===== src/mips_pkg.sv =====
`default_nettype none

package mips_pkg;

    localparam int data_width = 32;
    localparam int reg_count  = 32;

    // major opcodes, instr[31:26]
    localparam logic [5:0] op_r_type  = 6'b000000;
    localparam logic [5:0] op_branchs = 6'b000001;
    localparam logic [5:0] op_j       = 6'b000010;
    localparam logic [5:0] op_addi    = 6'b001000;
    localparam logic [5:0] op_addiu   = 6'b001001;
    localparam logic [5:0] op_slti    = 6'b001010;
    localparam logic [5:0] op_sltiu   = 6'b001011;
    localparam logic [5:0] op_andi    = 6'b001100;
    localparam logic [5:0] op_ori     = 6'b001101;
    localparam logic [5:0] op_xori    = 6'b001110;
    localparam logic [5:0] op_lui     = 6'b001111;
    localparam logic [5:0] op_lb      = 6'b100000;
    localparam logic [5:0] op_lh      = 6'b100001;
    localparam logic [5:0] op_lw      = 6'b100011;
    localparam logic [5:0] op_lbu     = 6'b100100;
    localparam logic [5:0] op_lhu     = 6'b100101;
    localparam logic [5:0] op_sb      = 6'b101000;
    localparam logic [5:0] op_sh      = 6'b101001;
    localparam logic [5:0] op_sw      = 6'b101011;

    // r-type function field, instr[5:0]
    localparam logic [5:0] funct_sll   = 6'b000000;
    localparam logic [5:0] funct_srl   = 6'b000010;
    localparam logic [5:0] funct_sra   = 6'b000011;
    localparam logic [5:0] funct_sllv  = 6'b000100;
    localparam logic [5:0] funct_srlv  = 6'b000110;
    localparam logic [5:0] funct_srav  = 6'b000111;
    localparam logic [5:0] funct_jr    = 6'b001000;
    localparam logic [5:0] funct_mfhi  = 6'b010000;
    localparam logic [5:0] funct_mthi  = 6'b010001;
    localparam logic [5:0] funct_mflo  = 6'b010010;
    localparam logic [5:0] funct_mtlo  = 6'b010011;
    localparam logic [5:0] funct_mult  = 6'b011000;
    localparam logic [5:0] funct_multu = 6'b011001;
    localparam logic [5:0] funct_div   = 6'b011010;
    localparam logic [5:0] funct_divu  = 6'b011011;
    localparam logic [5:0] funct_add   = 6'b100000;
    localparam logic [5:0] funct_addu  = 6'b100001;
    localparam logic [5:0] funct_sub   = 6'b100010;
    localparam logic [5:0] funct_subu  = 6'b100011;
    localparam logic [5:0] funct_and   = 6'b100100;
    localparam logic [5:0] funct_or    = 6'b100101;
    localparam logic [5:0] funct_xor   = 6'b100110;
    localparam logic [5:0] funct_nor   = 6'b100111;
    localparam logic [5:0] funct_slt   = 6'b101010;
    localparam logic [5:0] funct_sltu  = 6'b101011;

    // regimm rt field selects the branch flavour
    localparam logic [4:0] rt_bltz = 5'b00000;
    localparam logic [4:0] rt_bgez = 5'b00001;

    typedef enum logic [4:0] {
        alu_and, alu_or, alu_xor, alu_nor,
        alu_add, alu_addu, alu_sub, alu_subu, alu_slt, alu_sltu,
        alu_sll_sa, alu_srl_sa, alu_sra_sa, alu_sll_v, alu_srl_v, alu_sra_v,
        alu_mfhi, alu_mflo, alu_mthi, alu_mtlo,
        alu_mult, alu_multu, alu_div, alu_divu,
        alu_lui, alu_nop
    } alu_op_t;

    // execute control, decoder to exec_unit
    typedef struct packed {
        logic    valid;
        alu_op_t alu_op;
        logic    use_imm;
        logic    imm_zero;
    } ex_ctrl_t;

    typedef struct packed {
        logic [data_width-1:0] rs_val;
        logic [data_width-1:0] rt_val;
        logic [15:0]           imm16;
        logic [4:0]            shamt;
    } ex_operands_t;

    // write-back strobe from the later stages
    typedef struct packed {
        logic                  en;
        logic [4:0]            addr;
        logic [data_width-1:0] data;
    } wb_port_t;

    typedef struct packed {
        logic                  valid;
        logic [data_width-1:0] value;
        logic                  overflow;
    } ex_result_t;

endpackage

`default_nettype wire


===== src/alu_decoder.sv =====
`timescale 1ns/1ns
`default_nettype none

module alu_decoder
    import mips_pkg::*;
(
    input  logic        clk,
    input  logic        rst_n,
    input  logic [31:0] instr,
    input  logic        instr_valid,
    output ex_ctrl_t    ex_ctrl
);

    logic [5:0] opcode;
    logic [5:0] funct;
    alu_op_t    alu_op_d;
    logic       use_imm_d;
    logic       imm_zero_d;
    ex_ctrl_t   ctrl_d;

    assign opcode = instr[31:26];
    assign funct  = instr[5:0];

    always_comb begin
        alu_op_d   = alu_nop;
        use_imm_d  = 1'b0;
        imm_zero_d = 1'b0;
        case (opcode)
            op_r_type: begin
                case (funct)
                    funct_and:   alu_op_d = alu_and;
                    funct_or:    alu_op_d = alu_or;
                    funct_xor:   alu_op_d = alu_xor;
                    funct_nor:   alu_op_d = alu_nor;
                    funct_add:   alu_op_d = alu_add;
                    funct_addu:  alu_op_d = alu_addu;
                    funct_sub:   alu_op_d = alu_sub;
                    funct_subu:  alu_op_d = alu_subu;
                    funct_slt:   alu_op_d = alu_slt;
                    funct_sltu:  alu_op_d = alu_sltu;
                    // constant-amount shifts then variable ones
                    funct_sll:   alu_op_d = alu_sll_sa;
                    funct_srl:   alu_op_d = alu_srl_sa;
                    funct_sra:   alu_op_d = alu_sra_sa;
                    funct_sllv:  alu_op_d = alu_sll_v;
                    funct_srlv:  alu_op_d = alu_srl_v;
                    funct_srav:  alu_op_d = alu_sra_v;
                    funct_mfhi:  alu_op_d = alu_mfhi;
                    funct_mflo:  alu_op_d = alu_mflo;
                    funct_mthi:  alu_op_d = alu_mthi;
                    funct_mtlo:  alu_op_d = alu_mtlo;
                    funct_mult:  alu_op_d = alu_mult;
                    funct_multu: alu_op_d = alu_multu;
                    funct_div:   alu_op_d = alu_div;
                    funct_divu:  alu_op_d = alu_divu;
                    funct_jr:    alu_op_d = alu_nop;
                    // unknown funct falls back to a plain add
                    default:     alu_op_d = alu_addu;
                endcase
            end
            op_addi: begin
                alu_op_d  = alu_add;
                use_imm_d = 1'b1;
            end
            op_addiu: begin
                alu_op_d  = alu_addu;
                use_imm_d = 1'b1;
            end
            op_slti: begin
                alu_op_d  = alu_slt;
                use_imm_d = 1'b1;
            end
            op_sltiu: begin
                alu_op_d  = alu_sltu;
                use_imm_d = 1'b1;
            end
            // logic immediates are zero-extended
            op_andi: begin
                alu_op_d   = alu_and;
                use_imm_d  = 1'b1;
                imm_zero_d = 1'b1;
            end
            op_ori: begin
                alu_op_d   = alu_or;
                use_imm_d  = 1'b1;
                imm_zero_d = 1'b1;
            end
            op_xori: begin
                alu_op_d   = alu_xor;
                use_imm_d  = 1'b1;
                imm_zero_d = 1'b1;
            end
            op_lui: begin
                alu_op_d  = alu_lui;
                use_imm_d = 1'b1;
            end
            // memory ops only need the effective address
            op_lb, op_lh, op_lw, op_lbu, op_lhu, op_sb, op_sh, op_sw: begin
                alu_op_d  = alu_add;
                use_imm_d = 1'b1;
            end
            // jumps and branches resolve outside execute and idle here
            default: alu_op_d = alu_nop;
        endcase
    end

    // a bubble carries nop so it cannot touch hi/lo
    always_comb begin
        ctrl_d.valid    = instr_valid;
        ctrl_d.alu_op   = instr_valid ? alu_op_d : alu_nop;
        ctrl_d.use_imm  = use_imm_d;
        ctrl_d.imm_zero = imm_zero_d;
    end

    // id/ex boundary
    always_ff @(posedge clk or negedge rst_n) begin
        if (!rst_n) begin
            ex_ctrl <= '{valid: 1'b0, alu_op: alu_nop, use_imm: 1'b0, imm_zero: 1'b0};
        end else begin
            ex_ctrl <= ctrl_d;
        end
    end

endmodule

`default_nettype wire


===== config.mk =====
export PLATFORM = sky130hd
export DESIGN_NAME = alu_decoder
export DESIGN_NICKNAME = d
export VERILOG_FILES = /design/src/mips_pkg.sv /design/src/alu_decoder.sv
export SDC_FILE = /design/constraint.sdc
export NUM_CORES = 1
export LEC_CHECK = 0
export BUFFER_PORTS_ARGS = -buffer_cell sky130_fd_sc_hd__buf_2
export CAP_MARGIN = 20
export CORE_MARGIN = 2
export CORE_UTILIZATION = 40
export DETAILED_ROUTE_END_ITERATION = 10
export PLACE_DENSITY = 0.77
export SYNTH_ARGS = -nofsm -noshare
export SYNTH_HDL_FRONTEND = slang
export SYNTH_SLANG_ARGS = --single-unit

===== constraint.sdc =====
create_clock -name clk -period 0.8 [get_ports clk]
set_input_delay 0.04 -clock clk [delete_from_list [all_inputs] [get_ports clk]]
set_output_delay 0.04 -clock clk [all_outputs]
set_load 0.005 [all_outputs]

# After elaboration in Yosys (flattened, before gate mapping)
# Memories as Yosys holds them, arrays and structs flattened.
# Index checks and enable logic that the tools add are counted.
# word_totals
ff_bits,8
latchBits,0
mem_bits_rw,0
rom_bits,320
n_memories,1
# classes
n_addsub,0
multipliers,0
n_div,0
n_lt_le_gt_ge,0
n_eq_ne,16
n_shift,0
muxes,4
bitwise,0
reduce_logical,4
# memory_table
memory,depth,width,rd,rd_clocked_by_memory_dff,wr,line_no,source
(no name shown),64,5,1,0,0,alu_decoder.sv:30,case (funct)
# ops
operator,count
$eq 6x4->1 const B,8
$eq 6x6->1 const B,8
$pmux 5 s9,1
$reduce_or 16->1,1
$reduce_or 9->1,1
$logic_not 6->1,1
$mux 5,1
$reduce_or 3->1,1
$mux 1,2

# Logic depth before layout (Yosys ltp)
# logic_depth
word_depth,4
ltp_mapped,6

# Worst setup path before layout
# OpenSTA, ideal clock, no wires.
# synth_path
kind,input port to flip-flop
start,input port instr[4]
end,register ex_ctrl[3] in the netlist's numbering
setup_ns,0.120
arrival_ns,0.813
setup_slack_ns,-0.133
stages,5
n_path_buf,1
path_cell_list,buf_6 -> xor2_1 -> o21ai_1 -> o311a_1 -> o211a_1
# synth_lines
item,line_no,source
from (decl),alu_decoder.sv:9,"input logic [31:0] instr,"
to (signal assigned),alu_decoder.sv:118,"ex_ctrl <= '{valid: 1'b0, alu_op: alu_nop, use_imm: 1'b0, imm_zero: 1'b0};"
to (signal assigned),alu_decoder.sv:120,ex_ctrl <= ctrl_d;
to (decl),alu_decoder.sv:11,output ex_ctrl_t ex_ctrl

# Final worst setup path
# layout_path
start,register ex_ctrl[2] in the netlist's numbering
end,output port ex_ctrl[2] in the netlist's numbering
# No word-level cell between the ends.

==> results_dict.tcl <==
set metrics [dict create \
    ys_seq_area_frac 0.312 \
    antenna_left 0 \
    drt_pass1_iterations 4 \
    cp-end-kind "output port" \
    place_hpwl_mm 1.27 \
    worstPathRequired_ns 0.76 \
    diodes 0 \
    drtIter0Drc 7 \
    wl_per_cell_microns 12.3 \
    area_delta_synth_final_pct 48.7 \
    rows 14 \
    dpl_worst_slack_ns -0.280 \
    drv_slew 0 \
    initial_utilization 0.429 \
    max-vdd-ir-drop_mv 0.398 \
    cts_tree "built" \
    drt-vias-per-instance 5.31 \
    synth_area_leaders "dfrtp_1, dfstp_2, ha_1, nand2b_1, a21oi_1" \
    avgSynthCellArea_sq_um 8.83 \
    reg_top3 "ex_ctrl: 8 flops" \
    critPathBufInv 1 \
    path_clk_slew_ns 0.06 \
    track_usage 0.176 \
    status "complete, but fails checks" \
    syn_area_sq_um 653 \
    crit_end "ex_ctrl[2]" \
    wirelength_mm 1.57 \
    place_congestion 0.759 \
    drive_gt1_frac 0.477 \
    ys_ff_latch 8 \
    setup_viol 3 \
    grt_pass1_vias 615 \
    power.density_nw_per_um2 1110 \
    crit_chain "buf_2" \
    grt_pass1_wl_mm 2.59 \
    coreArea_sq_um 1520 \
    n_fill_cell 134 \
    worstSetupPathDepth 1 \
    final_cell_mix "buf_2, buf_4, nand2b_1, nand2_1, dfrtp_1" \
    syn-num-nets 112 \
    grt_max_degree 14 \
    die_w_microns 44.4 \
    synth.distinct_cells 37 \
    critPathArrivalTime_ns 0.84 \
    max_freq_mhz 1130 \
    top_register "ex_ctrl" \
    cts_made_buffers 3 \
    cts_sinks 8 \
    cts.root.buffer_cell "clkbuf_4" \
    yosysTopAreaCell "dfrtp_1" \
    maxSlewHeadroom 0.798 \
    violations "negative setup slack" \
    vias 675 \
    yosysTopAreaCellShare 0.192 \
    io_pins 43 \
    tns_ns -0.251 \
    largest_reg_flops 8 \
    cpPeakStageDelay_ns 0.51 \
    drv_cap 0 \
    htreeDepth 1 \
    period_minus_slack_ns 0.885 \
    final_common_cell "buf_2" \
    path_max_fanout 1 \
    drcViolationCount 0 \
    critPathTopFamily "flip-flops" \
    synthCells 74 \
    critPathSlowestCell "dfstp_2" \
    fin_nets 150 \
    die_area_sq_um 1970 \
    timing_worst_setup_path_type "reg2out" \
    gr-total-overflow 0 \
    yosysWarnings 0 \
    cts_buffer_depth 2 \
    critPathLaunchType "flop" \
    cp-startpoint "ex_ctrl[2]" \
    period_share 1.11 \
    portBuffers 22 \
    rsz0062_at_grt "true" \
    tightest_slew_ns 0.303 \
    hold_violations 0 \
    antenna_found_initial 0 \
    die_y_microns 44.4 \
    final.setup.worst_slack_ns -0.0848 \
    final_util 0.637 \
    worst_hold_path_type "in2reg" \
    p_leak_nw 0.460 \
]
## where the power goes
group | internal, mW | leakage (nW) | switching [mW]
clock | 0.190 | 0.0150 | 0.125
sequential | 0.427 | 0.0978 | 0.00347
combinational | 0.166 | 0.347 | 0.165
total | 0.783 | 0.460 | 0.294
## Yosys cell counts
| cell | number |
|---|---|
| dfrtp_1 | 5 |
| inv_1 | 5 |
| nand2_1 | 5 |
| nand2b_1 | 5 |
| a21oi_1 | 4 |
| dfstp_2 | 3 |
| ha_1 | 3 |
| nand3_1 | 3 |
| nor2_1 | 3 |
| nor3_1 | 3 |
| a31oi_1 | 2 |
| and3_1 | 2 |
| nor2b_1 | 2 |
| nor3b_1 | 2 |
| o211a_1 | 2 |
| o211ai_1 | 2 |
| o21ai_1 | 2 |
| o311a_1 | 2 |
| a21boi_2 | 1 |
| a21o_1 | 1 |
| a21oi_4 | 1 |
| and2_1 | 1 |
| buf_4 | 1 |
| buf_6 | 1 |
| clkbuf_2 | 1 |
| mux2_2 | 1 |
| nand3b_1 | 1 |
| nand4bb_1 | 1 |
| o2111ai_1 | 1 |
| o21ai_0 | 1 |
| o21bai_1 | 1 |
| o221ai_1 | 1 |
| o2bb2ai_1 | 1 |
| o311ai_1 | 1 |
| or2_0 | 1 |
| or3_1 | 1 |
| xor2_1 | 1 |
## final cells by class
| type | count | area (sq um) | area share |
|---|---|---|---|
| multi-input cells | 58 | 462 | 0.476 |
| inverters | 5 | 21.3 | 0.0219 |
| well taps | 16 | 20.0 | 0.0206 |
| repair buffers | 36 | 238 | 0.245 |
| flip-flops and latches | 8 | 204 | 0.210 |
| clock buffers | 4 | 26.3 | 0.0271 |
## timing repair
item                                   in CTS  in global routing
resized for setup                           1                 14
endpoints found under the hold margin       9                  0
setup endpoints to repair                   6                  8
setup buffers                               0                  0
hold buffers                                2                  0
pin swaps                                   2                  3
## cell families (layout without fill, tap and decap cells)
kind of cell | Yosys count | count (layout) | share of synthesized area
fa+ha+maj | 3 | 3 | 0.0575
flops | 8 | 8 | 0.312
mux | 1 | 1 | 0.0172
simple gates | 30 | 30 | 0.259
buf+inv | 8 | 45 | 0.0651
xor+xnor | 1 | 1 | 0.0134
compound gates | 23 | 23 | 0.276
## per-layer routing
layer | wire, microns | vias up | GRT usage
met5 | 0 | - | 0
met4 | 8 | 0 | 0.0909
met3 | 74 | 2 | 0.0122
met2 | 814 | 19 | 0.309
met1 | 670 | 310 | 0.214
li1 | - | 344 | -
## how the worst min path moves through the flow
stage,end,start,cells past startpoint
2_1_floorplan,ex_ctrl[0],rst_n,0
3_3_place_gp,ex_ctrl[0],rst_n,1
3_5_place_dp,ex_ctrl[7],rst_n,1
4_1_cts,ex_ctrl[1],instr[30],3
5_1_grt,ex_ctrl[1],instr[30],3
6_report,ex_ctrl[1],instr[30],3
## per-stage QoR
| stage | instances | total power, mW | hold WS [ns] | instance area (sq um) |
|---|---|---|---|---|
| 2_1_floorplan | 74 | 0.595 | -0.256 | 684 |
| 3_3_place_gp | 121 | 0.725 | -0.121 | 868 |
| 3_5_place_dp | 121 | 0.734 | -0.113 | 868 |
| 4_1_cts | 127 | 1.07 | 0.0684 | 920 |
| 5_1_grt | 127 | 1.15 | 0.110 | 971 |
| 6_report | 127 | 1.08 | 0.109 | 971 |
No activity file was read; power rests on OpenSTA's default activity.
