File: src/mips_pkg.sv
`default_nettype none

package mips_pkg;

    localparam int data_width = 32;
    localparam int reg_count  = 32;

    // major opcodes, instr[31:26]
    localparam logic [5:0] op_r_type  = 6'b000000;
    localparam logic [5:0] op_branchs = 6'b000001;
    localparam logic [5:0] op_j       = 6'b000010;
    localparam logic [5:0] op_addi    = 6'b001000;
    localparam logic [5:0] op_addiu   = 6'b001001;
    localparam logic [5:0] op_slti    = 6'b001010;
    localparam logic [5:0] op_sltiu   = 6'b001011;
    localparam logic [5:0] op_andi    = 6'b001100;
    localparam logic [5:0] op_ori     = 6'b001101;
    localparam logic [5:0] op_xori    = 6'b001110;
    localparam logic [5:0] op_lui     = 6'b001111;
    localparam logic [5:0] op_lb      = 6'b100000;
    localparam logic [5:0] op_lh      = 6'b100001;
    localparam logic [5:0] op_lw      = 6'b100011;
    localparam logic [5:0] op_lbu     = 6'b100100;
    localparam logic [5:0] op_lhu     = 6'b100101;
    localparam logic [5:0] op_sb      = 6'b101000;
    localparam logic [5:0] op_sh      = 6'b101001;
    localparam logic [5:0] op_sw      = 6'b101011;

    // r-type function field, instr[5:0]
    localparam logic [5:0] funct_sll   = 6'b000000;
    localparam logic [5:0] funct_srl   = 6'b000010;
    localparam logic [5:0] funct_sra   = 6'b000011;
    localparam logic [5:0] funct_sllv  = 6'b000100;
    localparam logic [5:0] funct_srlv  = 6'b000110;
    localparam logic [5:0] funct_srav  = 6'b000111;
    localparam logic [5:0] funct_jr    = 6'b001000;
    localparam logic [5:0] funct_mfhi  = 6'b010000;
    localparam logic [5:0] funct_mthi  = 6'b010001;
    localparam logic [5:0] funct_mflo  = 6'b010010;
    localparam logic [5:0] funct_mtlo  = 6'b010011;
    localparam logic [5:0] funct_mult  = 6'b011000;
    localparam logic [5:0] funct_multu = 6'b011001;
    localparam logic [5:0] funct_div   = 6'b011010;
    localparam logic [5:0] funct_divu  = 6'b011011;
    localparam logic [5:0] funct_add   = 6'b100000;
    localparam logic [5:0] funct_addu  = 6'b100001;
    localparam logic [5:0] funct_sub   = 6'b100010;
    localparam logic [5:0] funct_subu  = 6'b100011;
    localparam logic [5:0] funct_and   = 6'b100100;
    localparam logic [5:0] funct_or    = 6'b100101;
    localparam logic [5:0] funct_xor   = 6'b100110;
    localparam logic [5:0] funct_nor   = 6'b100111;
    localparam logic [5:0] funct_slt   = 6'b101010;
    localparam logic [5:0] funct_sltu  = 6'b101011;

    // regimm rt field selects the branch flavour
    localparam logic [4:0] rt_bltz = 5'b00000;
    localparam logic [4:0] rt_bgez = 5'b00001;

    typedef enum logic [4:0] {
        alu_and, alu_or, alu_xor, alu_nor,
        alu_add, alu_addu, alu_sub, alu_subu, alu_slt, alu_sltu,
        alu_sll_sa, alu_srl_sa, alu_sra_sa, alu_sll_v, alu_srl_v, alu_sra_v,
        alu_mfhi, alu_mflo, alu_mthi, alu_mtlo,
        alu_mult, alu_multu, alu_div, alu_divu,
        alu_lui, alu_nop
    } alu_op_t;

    // execute control, decoder to exec_unit
    typedef struct packed {
        logic    valid;
        alu_op_t alu_op;
        logic    use_imm;
        logic    imm_zero;
    } ex_ctrl_t;

    typedef struct packed {
        logic [data_width-1:0] rs_val;
        logic [data_width-1:0] rt_val;
        logic [15:0]           imm16;
        logic [4:0]            shamt;
    } ex_operands_t;

    // write-back strobe from the later stages
    typedef struct packed {
        logic                  en;
        logic [4:0]            addr;
        logic [data_width-1:0] data;
    } wb_port_t;

    typedef struct packed {
        logic                  valid;
        logic [data_width-1:0] value;
        logic                  overflow;
    } ex_result_t;

endpackage

`default_nettype wire

File: src/operand_stage.sv
`timescale 1ns/1ns
`default_nettype none

module operand_stage
    import mips_pkg::*;
(
    input  logic         clk,
    input  logic         rst_n,
    input  logic [31:0]  instr,
    input  wb_port_t     wb,
    output ex_operands_t ex_ops
);

    logic [4:0]            rs_addr;
    logic [4:0]            rt_addr;
    logic [data_width-1:0] regs [reg_count];
    logic [data_width-1:0] rs_val_d;
    logic [data_width-1:0] rt_val_d;
    ex_operands_t          ops_d;

    assign rs_addr = instr[25:21];
    assign rt_addr = instr[20:16];

    // one read port: r0 is hardwired, a write in flight wins over the array
    function automatic logic [data_width-1:0] read_port(
        input logic [4:0]            addr,
        input logic [data_width-1:0] stored,
        input wb_port_t              wr
    );
        logic [data_width-1:0] val;
        if (addr == 5'd0) begin
            val = '0;
        end else if (wr.en && (wr.addr == addr)) begin
            val = wr.data;
        end else begin
            val = stored;
        end
        return val;
    endfunction

    // register file, r0 never written
    always_ff @(posedge clk or negedge rst_n) begin
        if (!rst_n) begin
            for (int i = 0; i < reg_count; i++) begin
                regs[i] <= '0;
            end
        end else if (wb.en && (wb.addr != 5'd0)) begin
            regs[wb.addr] <= wb.data;
        end
    end

    always_comb begin
        rs_val_d = read_port(rs_addr, regs[rs_addr], wb);
        rt_val_d = read_port(rt_addr, regs[rt_addr], wb);
    end

    always_comb begin
        ops_d.rs_val = rs_val_d;
        ops_d.rt_val = rt_val_d;
        ops_d.imm16  = instr[15:0];
        ops_d.shamt  = instr[10:6];
    end

    // operand half of the id/ex register
    always_ff @(posedge clk) begin
        ex_ops <= ops_d;
    end

endmodule

`default_nettype wire

File: config.mk
export PLATFORM = sky130hd
export DESIGN_NAME = operand_stage
export DESIGN_NICKNAME = d
export VERILOG_FILES = /design/src/mips_pkg.sv /design/src/operand_stage.sv
export SDC_FILE = /design/constraint.sdc
export NUM_CORES = 2
export LEC_CHECK = 0
export BUFFER_PORTS_ARGS = -buffer_cell sky130_fd_sc_hd__buf_2
export CORE_MARGIN = 10
export CORE_UTILIZATION = 60
export CTS_CLUSTER_DIAMETER = 60
export DETAILED_ROUTE_END_ITERATION = 10
export PLACE_DENSITY = 0.87
export SETUP_SLACK_MARGIN = 0.02
export SLEW_MARGIN = 20
export SYNTH_ARGS = -nofsm -noshare
export SYNTH_HDL_FRONTEND = slang
export SYNTH_SLANG_ARGS = --single-unit
File: constraint.sdc
create_clock -name clk -period 4.01 [get_ports clk]
set_input_delay 0.802 -clock clk [delete_from_list [all_inputs] [get_ports clk]]
set_output_delay 0.802 -clock clk [all_outputs]
set_load 0.005 [all_outputs]
Word-level counts from Yosys, hierarchy flattened
Cells that the tools add are included.
- memories kept: 0
- word-level logic and storage cells: 63
- latch bits: 0
- bits in registers: 1109
- output and inout port bits: 85
- bits in read-only memories: 0
- bits in writable memories: 0
- reduce and logical (&&, ||, !) cells: 7
- equality and inequality tests: 2
- multipliers: 0
- shift-type cells: 0
- bitwise logic cells: 3
- multiplexer cells: 11
- magnitude comparators: 4
- div/mod/pow operators: 0
- add/subtract/negate cells: 0
- operator list (kind ; number):
    $bwmux 1024 ; 1
    $bmux 32 s5 ; 2
    $mux 32 ; 7
    $demux 32 s5 ; 1
    $ge 6x6->1 const B ; 3
    $not 5->6 ; 3
    $eq 5x5->1 ; 2
    $logic_not 5->1 ; 2
    $lt 6x1->1 const B ; 1
    $reduce_bool 5->1 ; 1
    $logic_and 1x1->1 ; 4

Logic depth before layout (Yosys ltp)
- word-level depth: 6
- gate-level depth with buffers: 10
- depth with buffers taken out: 5

Worst setup path after synthesis
No wires, ideal clock.
- path type: input -> register
- start point: input port instr[21]
- end point: register ex_ops[64] (netlist bit)
- required time: 3.888 ns
- cell stages on the path: 8
- setup time: 0.122 ns
- slack: 1.321 ns
- data arrival time: 2.567 ns
- cell sequence: buf_2 > buf_6 > buf_6 > buf_2 > mux4_2 > a22oi_1 > a21oi_1 > a221o_1
- cells in the longest elaborated chain, start to end: 5
- elaborated cells on any way between the ends: 8
- those cells by class: eq/ne: 1; mux: 4; bitwise: 1; reduce/logical: 2
- RTL lines (what ; RTL line ; text):
    from (decl) ; operand_stage.sv:9 ; input logic [31:0] instr,
    $not 5->6 (implied by the code) ; operand_stage.sv:53 ; rs_val_d = read_port(rs_addr, regs[rs_addr], wb);
    $bmux 32 s5 ; operand_stage.sv:53 ;
    $mux 32 (implied by the code) (2 in a row) ; operand_stage.sv:53 ;
    $mux 32 ; operand_stage.sv:33 ; end else if (wr.en && (wr.addr == addr)) begin
    to (signal assigned) ; operand_stage.sv:66 ; ex_ops <= ops_d;
    to (decl) ; operand_stage.sv:11 ; output ex_operands_t ex_ops
Parallel ways exist; a longest one is shown, timed or not. The select of a mux whose other input is x is not followed.
A chain may end at the register's enable or synchronous reset.

Worst setup path after layout
- start point: input port instr[19]
- end point: register ex_ops[23] (netlist bit)
- cells in the longest elaborated chain, start to end: 5
- elaborated cells on any way between the ends: 8
- those cells by class: eq/ne: 1; mux: 4; bitwise: 1; reduce/logical: 2
- RTL lines (what ; RTL line ; text):
    $not 5->6 (implied by the code) ; operand_stage.sv:54 ; rt_val_d = read_port(rt_addr, regs[rt_addr], wb);
    $bmux 32 s5 ; operand_stage.sv:54 ;
    $mux 32 (implied by the code) (2 in a row) ; operand_stage.sv:54 ;
    $mux 32 ; operand_stage.sv:33 ;
Parallel ways exist; a longest one is shown, timed or not. The select of a mux whose other input is x is not followed.

==> results.sh <==
export IMPL_preCtsSetupSlack_ps=595.0
export IMPL_power_per_cell_area_mw_per_mm2=520.4
export IMPL_area_growth_syn_to_layout_pct=11.49
export IMPL_grt_pass1_wl_mm=253.1
export IMPL_number_of_instances_in_the_synthesized_netlist=3688
export IMPL_postSynthRegisterBits=1104
export IMPL_tritoncts_clock_tree="yes"
export IMPL_number_of_distinct_library_cells_after_synthesis=46
export IMPL_drv_max_cap_violation_count=0
export IMPL_ys_seq_area_share_pct=48.53
export IMPL_p_leak_nw=27.17
export IMPL_first_iter_violations=5223
export IMPL_timing_max_transition_violations_final=0
export IMPL_ys_dominant_reg_cell="sky130_fd_sc_hd__dfrtp_1"
export IMPL_htreeDepth=3
export IMPL_cts_sink_count=1104
export IMPL_finalSetupTns_ps=0
export IMPL_synthesis_area_per_instance_um2=15.21
export IMPL_grt_use_total_pct=31.50
export IMPL_rsz0062_at_grt="no"
export IMPL_worstPathRequired_ps=4610
export IMPL_place_congestion=0.8514
export IMPL_remaining_drc_errors=0
export IMPL_holdCritPathClass="in -> async"
export IMPL_cts_setup_buffers=0
export IMPL_setup_worst_path_start_class="input pin"
export IMPL_crit_arrival_ps=3560
export IMPL_clock_root_buffer="sky130_fd_sc_hd__clkbuf_16"
export IMPL_ios=157
export IMPL_yosysWarnings=0
export IMPL_cts_reportedPaths_clkPinSlew_ps=60
export IMPL_total_number_of_nets_in_the_final_design=3746
export IMPL_fp_dieArea_mm2=0.1061
export IMPL_std_cell_rows=112
export IMPL_critical_path_class="in -> reg"
export IMPL_highest_clock_frequency_the_design_can_meet_mhz=338.4
export IMPL_hold_viol_final=0
export IMPL_min_period_over_period_pct=73.68
export IMPL_max_clock_path_buffers=3
export IMPL_clock_skew_final_ps=27.45
export IMPL_design_core_area_mm2=0.09305
export IMPL_grt_ovfl_total=0
export IMPL_hpwlAfterDp_mm=98.01
export IMPL_worstPathMaxFanout=35
export IMPL_number_of_clock_buffers_inserted_by_tritoncts=117
export IMPL_post_drt_wl_per_cell_um=33.42
export IMPL_drt_pass1_iterations=6
export IMPL_routed_wl_mm=168.5
export IMPL_initial_utilization_pct=60.29
export IMPL_detail_route_antenna_nets=0
export IMPL_die_width_um=325.8
export IMPL_route_vias_total=37179
export IMPL_layout_min_cycle_time_ps=2955
export IMPL_cts_repair_resize_count=0
export IMPL_clk_lat_worst_skew_ps=720
export IMPL_vdd_ir_drop_max_v=0.0004416
export IMPL_synthArstFlopShare_pct=92.75
export IMPL_finalWorstSetupSlack_ps=1055
export IMPL_numPortBuffers=150
export IMPL_critPathCaptureType="flip-flop"
export IMPL_ctsHoldBuffers=0
export IMPL_design_power_total_w=0.03255
export IMPL_initial_antenna_violation_count=10
export IMPL_finalSetupViolCount=0
export IMPL_detail_route_vias_per_cell=7.374
export IMPL_total_nets_after_synthesis=3760
export IMPL_seqCellArea_mm2=0.02723
export IMPL_synthesis_area_mm2=0.05610
export IMPL_die_height_um=325.8
export IMPL_max_slew_worst_pin_slew_ps=1141
export IMPL_final_hold_worst_slack_ps=52.13
export IMPL_status="completed"
export IMPL_synth_edff_count=0
export IMPL_final_layout_size_suffix_gt1_share_pct=51.40
export IMPL_grt_max_degree=135
export IMPL_multiInputGateArea_mm2=0.02714
export IMPL_fillCellCount=6010
export IMPL_max_slew_margin_rel_pct=23.80
export IMPL_grt_pass1_vias=38762
## Yosys cell counts (3+ instances only)
master                         n  area, um2
sky130_fd_sc_hd__mux2_1      102       1149
sky130_fd_sc_hd__a221o_1      43      430.4
sky130_fd_sc_hd__o221ai_1     19      166.4
sky130_fd_sc_hd__mux4_2      461      10380
sky130_fd_sc_hd__a2111oi_0    13      113.9
sky130_fd_sc_hd__dfrtp_1    1024      25620
sky130_fd_sc_hd__nor3_1       11      55.05
sky130_fd_sc_hd__nor2b_1       7      43.79
sky130_fd_sc_hd__nand3b_1      4      30.03
sky130_fd_sc_hd__nor2_1       25      93.84
sky130_fd_sc_hd__a22o_1       16      140.1
sky130_fd_sc_hd__a211oi_1     13      97.59
sky130_fd_sc_hd__a32o_1       24      240.2
sky130_fd_sc_hd__o22ai_1      27      168.9
sky130_fd_sc_hd__buf_4        18      135.1
sky130_fd_sc_hd__o21ai_0       5      25.02
sky130_fd_sc_hd__mux2_2      939      10570
sky130_fd_sc_hd__buf_6        18      202.7
sky130_fd_sc_hd__inv_1         3      11.26
sky130_fd_sc_hd__a22oi_1     109      818.3
sky130_fd_sc_hd__o211ai_1      9      67.56
sky130_fd_sc_hd__clkbuf_1    235      882.1
sky130_fd_sc_hd__a21oi_1      89      445.4
sky130_fd_sc_hd__xor2_1        4      35.03
sky130_fd_sc_hd__buf_2        95      475.5
sky130_fd_sc_hd__nor3b_1       5      37.54
sky130_fd_sc_hd__nand2_1      55      206.5
sky130_fd_sc_hd__dfxtp_1      80       1602
sky130_fd_sc_hd__xnor2_1       6      52.55
sky130_fd_sc_hd__mux2i_1     136       1361
sky130_fd_sc_hd__buf_1        64      240.2
sky130_fd_sc_hd__nand3_1      10      50.05
## report_power, final
| group | internal (W) | switching, W | total [W] |
|---|---|---|---|
| sequential | 0.0132 | 0.00160 | 0.0148 |
| combinational | 0.00369 | 0.00247 | 0.00617 |
| clock | 0.00686 | 0.00468 | 0.0115 |
| total | 0.0238 | 0.00876 | 0.0326 |
## kinds of logic (layout without fill, tap and decap cells)
logic type / Yosys count / after routing / synth area share [%]
and+or+nand+nor: 135 / 135 / 1.151
buffers and inverters: 433 / 523 / 3.470
xor gates and xnor gates: 10 / 10 / 0.1561
AOI/OAI and AO/OA: 368 / 368 / 4.860
other: 0 / 10 / 0
DFF: 1104 / 1104 / 48.53
muxes: 1638 / 1638 / 41.83
## final cells by class
cell class,instances,area share [%]
repair buffers,297,3.881
well taps,1254,2.509
inverters,3,0.01800
flip-flops and latches,1104,43.53
diodes,10,0.04001
clock inverters,45,1.054
multi-input cells,2151,43.39
clock buffers,178,5.575
## final timing paths
path	cells past startpoint	to	slack [ps]	start
max	8	ex_ops[23]$_SDFF_PN0_	1060	instr[19]
min	1	regs[104]$_DFFE_PN0P_	50	rst_n
max reg2reg	5	ex_ops[23]$_SDFF_PN0_	1920	regs[674]$_DFFE_PN0P_
min reg2reg	0	regs[994]$_DFFE_PN0P_	400	regs[994]$_DFFE_PN0P_
max in group asynchronous	2	regs[583]$_DFFE_PN0P_	2770	rst_n
min in group clk	1	ex_ops[1]$_DFF_P_	200	instr[7]
## cells in the final DEF (no fill, tap or decap), types with 4 or more instances in the layout
master | Yosys | routed
sky130_fd_sc_hd__clkbuf_8 | 0 | 34
sky130_fd_sc_hd__buf_2 | 95 | 142
sky130_fd_sc_hd__nand3_1 | 10 | 10
sky130_fd_sc_hd__bufinv_16 | 0 | 13
sky130_fd_sc_hd__o22ai_1 | 27 | 27
sky130_fd_sc_hd__a32o_1 | 24 | 24
sky130_fd_sc_hd__nor2b_4 | 0 | 5
sky130_fd_sc_hd__a22oi_1 | 109 | 109
sky130_fd_sc_hd__nand3b_1 | 4 | 4
sky130_fd_sc_hd__a221o_1 | 43 | 43
sky130_fd_sc_hd__clkbuf_1 | 235 | 28
sky130_fd_sc_hd__clkbuf_16 | 0 | 117
sky130_fd_sc_hd__dfrtp_1 | 1024 | 1024
sky130_fd_sc_hd__dfxtp_1 | 80 | 80
sky130_fd_sc_hd__o221ai_1 | 19 | 19
sky130_fd_sc_hd__a2111oi_0 | 13 | 13
sky130_fd_sc_hd__nor2_1 | 25 | 8
sky130_fd_sc_hd__nand2_1 | 55 | 40
sky130_fd_sc_hd__buf_8 | 0 | 4
sky130_fd_sc_hd__xor2_1 | 4 | 4
sky130_fd_sc_hd__mux4_2 | 461 | 461
sky130_fd_sc_hd__buf_12 | 0 | 41
sky130_fd_sc_hd__nand2_2 | 1 | 16
sky130_fd_sc_hd__o211ai_1 | 9 | 9
sky130_fd_sc_hd__mux2_1 | 102 | 102
sky130_fd_sc_hd__xnor2_1 | 6 | 6
sky130_fd_sc_hd__inv_6 | 0 | 4
sky130_fd_sc_hd__o21ai_0 | 5 | 5
sky130_fd_sc_hd__nor3_1 | 11 | 11
sky130_fd_sc_hd__a22o_1 | 16 | 16
sky130_fd_sc_hd__clkinv_2 | 0 | 16
sky130_fd_sc_hd__a21oi_1 | 89 | 89
sky130_fd_sc_hd__nor2_4 | 1 | 18
sky130_fd_sc_hd__a211oi_1 | 13 | 13
sky130_fd_sc_hd__buf_4 | 18 | 108
sky130_fd_sc_hd__mux2_2 | 939 | 939
sky130_fd_sc_hd__mux2i_1 | 136 | 136
sky130_fd_sc_hd__diode_2 | 0 | 10
sky130_fd_sc_hd__nor3b_1 | 5 | 4
## sequential cells by signal, indices dropped and copies added, names as in the netlist
register,flops
regs,1024
ex_ops,80
## stage by stage
stage                     instance area (um2)  utilization, %  instances
final                                   62550           67.22       5042
after global routing                    62530           67.20       5036
after CTS                               62520           67.19       5032
after detailed placement                58370           62.73       4809
after global placement                  58370           62.73       4809
after floorplan                         56100               -       3688
## critical path: stages
cell                        delay (ps)
sky130_fd_sc_hd__buf_2             500
sky130_fd_sc_hd__buf_12            350
sky130_fd_sc_hd__or3b_2            500
sky130_fd_sc_hd__buf_4             390
sky130_fd_sc_hd__o22ai_1           140
sky130_fd_sc_hd__a2111oi_0         520
sky130_fd_sc_hd__a21oi_1           100
sky130_fd_sc_hd__a22o_1            220
## layer usage
layer	part of all wire [%]	global-route usage [%]
met4	5.7	17.06
met3	12	10.18
met5	0.016	0
met1	36	40.50
met2	46	47.46
Power figures use the tool's default switching activity.
